`config.mk`:
```
export PLATFORM = sky130hd
export DESIGN_NAME = ex_mem_reg
export DESIGN_NICKNAME = d
export VERILOG_FILES = /design/src/core_types_pkg.sv /design/src/exec_ops_pkg.sv /design/src/ex_mem_reg.sv
export SDC_FILE = /design/constraint.sdc
export NUM_CORES = 1
export LEC_CHECK = 0
export ABC_AREA = 1
export ABC_CLOCK_PERIOD_IN_PS = 800
export BUFFER_PORTS_ARGS = -buffer_cell sky130_fd_sc_hd__buf_2
export CORE_AREA = 10 10 199 201
export DETAILED_ROUTE_END_ITERATION = 8
export DIE_AREA = 0 0 209 211
export PLACE_DENSITY = 0.45
export SLEW_MARGIN = 30
export SYNTH_ARGS = -nofsm -noshare
export SYNTH_HDL_FRONTEND = slang
export SYNTH_SLANG_ARGS = --single-unit
```
`constraint.sdc`:
```
create_clock -name clk -period 0.8 [get_ports clk]
set_input_delay 0.08 -clock clk [delete_from_list [all_inputs] [get_ports clk]]
set_output_delay 0.08 -clock clk [all_outputs]
set_load 0.02 [all_outputs]
```
`src/core_types_pkg.sv`:
```
package core_types_pkg;

    // datapath widths.
    localparam int WORD_W = 32;
    localparam int PC_W = 32;
    localparam int PREG_W = 6;
    localparam int ROB_NUM_W = 6;

    // data memory, word addressed.
    localparam int DMEM_WORDS = 256;
    localparam int DMEM_IDX_W = $clog2(DMEM_WORDS);

    // word index sits above the byte offset.
    localparam int DMEM_IDX_LSB = 2;
    localparam int DMEM_IDX_MSB = DMEM_IDX_LSB + DMEM_IDX_W - 1;

    // a data word.
    typedef logic [WORD_W-1:0] word_t;

    // an instruction address.
    typedef logic [PC_W-1:0] pc_t;

    // a physical register number.
    typedef logic [PREG_W-1:0] preg_t;

    // a reorder-buffer entry.
    typedef logic [ROB_NUM_W-1:0] rob_num_t;

    // word index into data memory, address bits 9:2.
    typedef logic [DMEM_IDX_W-1:0] dmem_idx_t;

endpackage

```
`src/exec_ops_pkg.sv`:
```
package exec_ops_pkg;

    localparam int OPTYPE_W = 4;

    // shifts take the low bits of the second operand.
    localparam int SHAMT_W = 5;

    typedef logic [OPTYPE_W-1:0] optype_t;

    // integer ALU operations.
    localparam optype_t OP_ADD = 4'd0;
    localparam optype_t OP_SUB = 4'd1;
    localparam optype_t OP_AND = 4'd2;
    localparam optype_t OP_OR = 4'd3;
    localparam optype_t OP_XOR = 4'd4;
    localparam optype_t OP_SLL = 4'd5;
    localparam optype_t OP_SRL = 4'd6;
    // signed compare, result is 1 or 0.
    localparam optype_t OP_SLT = 4'd7;

    // word load and store, lane 2 only.
    localparam optype_t OP_LW = 4'd8;
    localparam optype_t OP_SW = 4'd9;

    // true for operations that touch data memory.
    function automatic logic is_mem_op(input optype_t op);
        logic mem;
        mem = (op == OP_LW) || (op == OP_SW);
        return mem;
    endfunction

endpackage

```
`src/ex_mem_reg.sv`:
```
module ex_mem_reg
    import core_types_pkg::*;
    import exec_ops_pkg::*;
(
    input  logic     clk,
    input  logic     rstn,

    input  logic     ex_valid_0,
    input  pc_t      ex_pc_0,
    input  word_t    ex_alu_out_0,
    input  preg_t    ex_dest_reg_0,
    input  rob_num_t ex_rob_num_0,

    input  logic     ex_valid_1,
    input  pc_t      ex_pc_1,
    input  word_t    ex_alu_out_1,
    input  preg_t    ex_dest_reg_1,
    input  rob_num_t ex_rob_num_1,

    // lane 2 keeps its optype for the memory stage.
    input  logic     ex_valid_2,
    input  pc_t      ex_pc_2,
    input  word_t    ex_alu_out_2,
    input  preg_t    ex_dest_reg_2,
    input  rob_num_t ex_rob_num_2,
    input  optype_t  ex_optype_2,
    input  word_t    ex_store_data_2,

    output logic     mem_valid_0,
    output pc_t      mem_pc_0,
    output word_t    mem_alu_out_0,
    output preg_t    mem_dest_reg_0,
    output rob_num_t mem_rob_num_0,

    output logic     mem_valid_1,
    output pc_t      mem_pc_1,
    output word_t    mem_alu_out_1,
    output preg_t    mem_dest_reg_1,
    output rob_num_t mem_rob_num_1,

    output logic     mem_valid_2,
    output pc_t      mem_pc_2,
    output word_t    mem_alu_out_2,
    output preg_t    mem_dest_reg_2,
    output rob_num_t mem_rob_num_2,
    output optype_t  mem_optype_2,
    output word_t    mem_store_data_2
);

    always_ff @(posedge clk) begin
        if (!rstn) begin
            mem_valid_0 <= 1'b0;
            mem_pc_0 <= '0;
            mem_alu_out_0 <= '0;
            mem_dest_reg_0 <= '0;
            mem_rob_num_0 <= '0;

            mem_valid_1 <= 1'b0;
            mem_pc_1 <= '0;
            mem_alu_out_1 <= '0;
            mem_dest_reg_1 <= '0;
            mem_rob_num_1 <= '0;

            mem_valid_2 <= 1'b0;
            mem_pc_2 <= '0;
            mem_alu_out_2 <= '0;
            mem_dest_reg_2 <= '0;
            mem_rob_num_2 <= '0;
            mem_optype_2 <= OP_ADD;
            mem_store_data_2 <= '0;
        end else begin
            mem_valid_0 <= ex_valid_0;
            mem_pc_0 <= ex_pc_0;
            mem_alu_out_0 <= ex_alu_out_0;
            mem_dest_reg_0 <= ex_dest_reg_0;
            mem_rob_num_0 <= ex_rob_num_0;

            mem_valid_1 <= ex_valid_1;
            mem_pc_1 <= ex_pc_1;
            mem_alu_out_1 <= ex_alu_out_1;
            mem_dest_reg_1 <= ex_dest_reg_1;
            mem_rob_num_1 <= ex_rob_num_1;

            mem_valid_2 <= ex_valid_2;
            mem_pc_2 <= ex_pc_2;
            mem_alu_out_2 <= ex_alu_out_2;
            mem_dest_reg_2 <= ex_dest_reg_2;
            mem_rob_num_2 <= ex_rob_num_2;
            mem_optype_2 <= ex_optype_2;
            mem_store_data_2 <= ex_store_data_2;
        end
    end

    // nothing reaches memory stage right after reset.
    assert property (@(posedge clk) !rstn |=> !(mem_valid_0 || mem_valid_1 || mem_valid_2))
        else $error("valid set in the cycle after reset");

endmodule

```
# Word level (Yosys, flattened, before mapping)
# Index checks and enable logic that the tools add are counted.
# word_totals
register_bits	267
input_bits	269
output_inout_bits	267

# Logic depth before layout (Yosys ltp)
# logic_depth
depth_word	0
depth_mapped	5
mapped_depth_nobuf	2

# Least setup slack after synthesis
# No wires, ideal clock.
# synth_timing
kind	input-to-reg
from	input port rstn
to	register mem_alu_out_0[30]
arrival_ps	572
path_slack_ps	120
path_stages	5
path_buffers	3
cell_sequence	buf_4 buf_6 buf_4 nand2_1 inv_1
# synth_rtl
item	line	source
from (decl)	ex_mem_reg.sv:6	input logic rstn,
to (signal assigned)	ex_mem_reg.sv:74	mem_alu_out_0 <= ex_alu_out_0;
to (decl)	ex_mem_reg.sv:31	output word_t mem_alu_out_0,
# No word-level cell between the ends.

# Final worst setup path
# layout_timing
from	register mem_pc_2[27]
to	output port mem_pc_2[27]
# layout_rtl
item	line	source
from (decl)	ex_mem_reg.sv:42	output pc_t mem_pc_2,
from (signal assigned)	ex_mem_reg.sv:85	mem_pc_2 <= ex_pc_2;
# No word-level cell between the ends.

==> flow_summary.json <==
{
  "ys_ff_latch": 267,
  "design_power_total_mw": 33.53,
  "postSynthAreaPerCell_um2": 9.210,
  "cts_sinks": 267,
  "crit_family": "flip-flops",
  "synth_top_area_share_pct": 69.84,
  "io_buffers": 535,
  "grt_pass1_vias": 8614,
  "period_share_pct": 140.1,
  "clock_path_buffers": 3,
  "wl_per_cell_um": 16.07,
  "finalSetupTns_ns": -71.85,
  "ant_nets": 0,
  "grt_pass1_wl_um": 50600,
  "place_area_um2": 10880,
  "critical_path_class": "reg -> out",
  "slowest_stage": "dfxtp_2",
  "first_pass_iters": 4,
  "place.gp.congestion": 0.8293,
  "synth_common_cells": "dfxtp_1 (267), inv_1 (267), nand2_1 (267)",
  "antenna_found_initial": 3,
  "cts_buffers": 30,
  "path_buf_inv": 1,
  "path_clk_slew_ns": 0.06,
  "startpoint_type": "flip-flop",
  "core_um2": 35400,
  "vias": 7761,
  "synth_top_cell_by_area": "dfxtp_1",
  "tightest_slew_ns": 0.2514,
  "yosys.cell_types.count": 6,
  "fin_nets": 1929,
  "grt_max_degree": 37,
  "hpwl_um": 24090,
  "synthFlopType": "dfxtp_1",
  "finalHoldViolCount": 0,
  "syn_inst": 831,
  "fill_cells": 3179,
  "crit_fanout": 1,
  "syn_area_um2": 7654,
  "setup_viol": 267,
  "synth-edff-count": 0,
  "cts_tree": "built",
  "final_layout_size_suffix_gt1_share_pct": 51.99,
  "io_pins": 536,
  "critPathCaptureType": "output port",
  "status": "finished with violations",
  "finalCriticalPeriod_ns": 1.121,
  "multi_input_area_um2": 1005,
  "grt_overflow_total": 0,
  "via_per_inst": 3.620,
  "htree_levels": 1,
  "final_cell_area_um2": 16650,
  "maxCapViolCount": 0,
  "violations": "negative setup slack",
  "area_growth_syn_to_layout_pct": 117.5,
  "crit_chain": "buf_6",
  "fmax_mhz": 891.9,
  "crit_arrival_ns": 1.04,
  "dieWidth_um": 209,
  "final_core_util_pct": 47.04,
  "dieArea_um2": 44100,
  "rsz0062_at_grt": "true",
  "rows": 69,
  "drv_slew": 0,
  "p_leak_nw": 9.446,
  "crit_required_ns": 0.72,
  "start_util_pct": 21.62,
  "die_h_um": 211,
  "yosys_warnings": 0,
  "place_ws_ns": -0.01116,
  "drc_errors": 0,
  "netlist_top_cells_area": "dfxtp_1 (70%), inv_1 (13%), nand2_1 (13%)",
  "drt_iter0_drc": 243,
  "hold_class": "in -> reg",
  "async_flop_share_pct": 0,
  "slew-limit-headroom_pct": 83.24,
  "cts_root_buffer": "clkbuf_16",
  "fin_ws_ns": -0.3212,
  "syn_nets": 1100,
  "ys_seq_area_share_pct": 69.84,
  "ir_worst_vdd_mv": 1.705,
  "track_usage_pct": 14.58,
  "regArea_um2": 5682,
  "cpPeakStageDelay_ns": 0.36,
  "drt-total-wl_um": 34460,
  "powerDensity_nw_per_um2": 2014
}
tightest hold or removal path, delay by kind of cell:
| kind | cells | cell delay [ns] |
|---|---|---|
| and+or+nand+nor | 1 | 0.06 |
| buffers and inverters | 4 | 0.55 |
sequential cells by signal, summed over array words and instances (netlist names):
signal	count
mem_pc_2	32
mem_alu_out_1	32
mem_pc_0	32
mem_alu_out_2	32
mem_optype_2	4
mem_alu_out_0	32
mem_valid_2	1
mem_pc_1	32
mem_dest_reg_1	6
mem_rob_num_2	6
mem_valid_0	1
mem_store_data_2	32
mem_valid_1	1
mem_rob_num_0	6
mem_rob_num_1	6
mem_dest_reg_0	6
mem_dest_reg_2	6
report_power, final:
| group | switching, mW | total [mW] | internal [mW] |
|---|---|---|---|
| clock network | 5.53 | 13.6 | 8.10 |
| registers | 0.359 | 14.5 | 14.2 |
| logic | 2.37 | 5.37 | 3.00 |
worst paths after layout:
check	startpoint	end	slack [ns]	cells past startpoint
hold / removal	rstn	mem_rob_num_2[5]	0.17	5
setup / recovery	mem_pc_2[27]	mem_pc_2[27]	-0.32	1
kinds of logic after synthesis:
logic type             share of synthesized area, %
buffers and inverters                         17.07
flip-flops                                    69.84
AND/OR/NAND/NOR                               13.09
layout make-up:
type | instances | share of cell area (%)
antenna | 2 | 0.03006
clock buffer | 41 | 5.125
timing repair buffer | 827 | 44.43
multi-input combinational | 267 | 6.034
inverter | 267 | 6.019
sequential | 267 | 34.12
clock inverter | 12 | 0.7740
tap | 461 | 3.464
per-layer routing:
| metal | track usage (%) | up-vias | part of all wire [%] |
|---|---|---|---|
| met5 | 0 | - | 0.020 |
| met3 | 5.322 | 57 | 9.0 |
| li1 | - | 3890 | - |
| met2 | 27.82 | 330 | 54 |
| met1 | 14.09 | 3482 | 35 |
| met4 | 5.086 | 2 | 2.5 |
metrics by stage:
step | cells | hold WS, ns
global placement | 1818 | 0.2591
CTS | 2139 | 0.1969
global route | 2144 | 0.1946
floorplan | 831 | 0.1735
detailed placement | 1818 | 0.2632
finish | 2144 | 0.1713
cell usage in the layout (no fill, tap or decap):
cell and n:
clkinv_4 1, bufinv_16 2, clkbuf_1 6, dlymetal6s4s_1 1, clkbuf_16 33, buf_6 272
buf_8 1, dfxtp_2 266, clkinvlp_4 2, diode_2 2, dfxtp_4 1, inv_6 1
nand2_1 266, dlygate4sd3_1 267, clkbuf_8 4, nand2_2 1, inv_8 1, buf_12 8
clkinv_2 5, buf_4 8, inv_1 267, buf_2 267, buf_16 1
repair_timing:
action / in CTS / in global routing
resized for setup: 801 / 10
setup buffers: 0 / 1
hold buffers: 268 / 0
gates cloned: 0 / 2
setup endpoints to repair: 267 / 318
hold endpoints to repair: 267 / 0
Note: power is estimated with default switching activity, not from simulation.
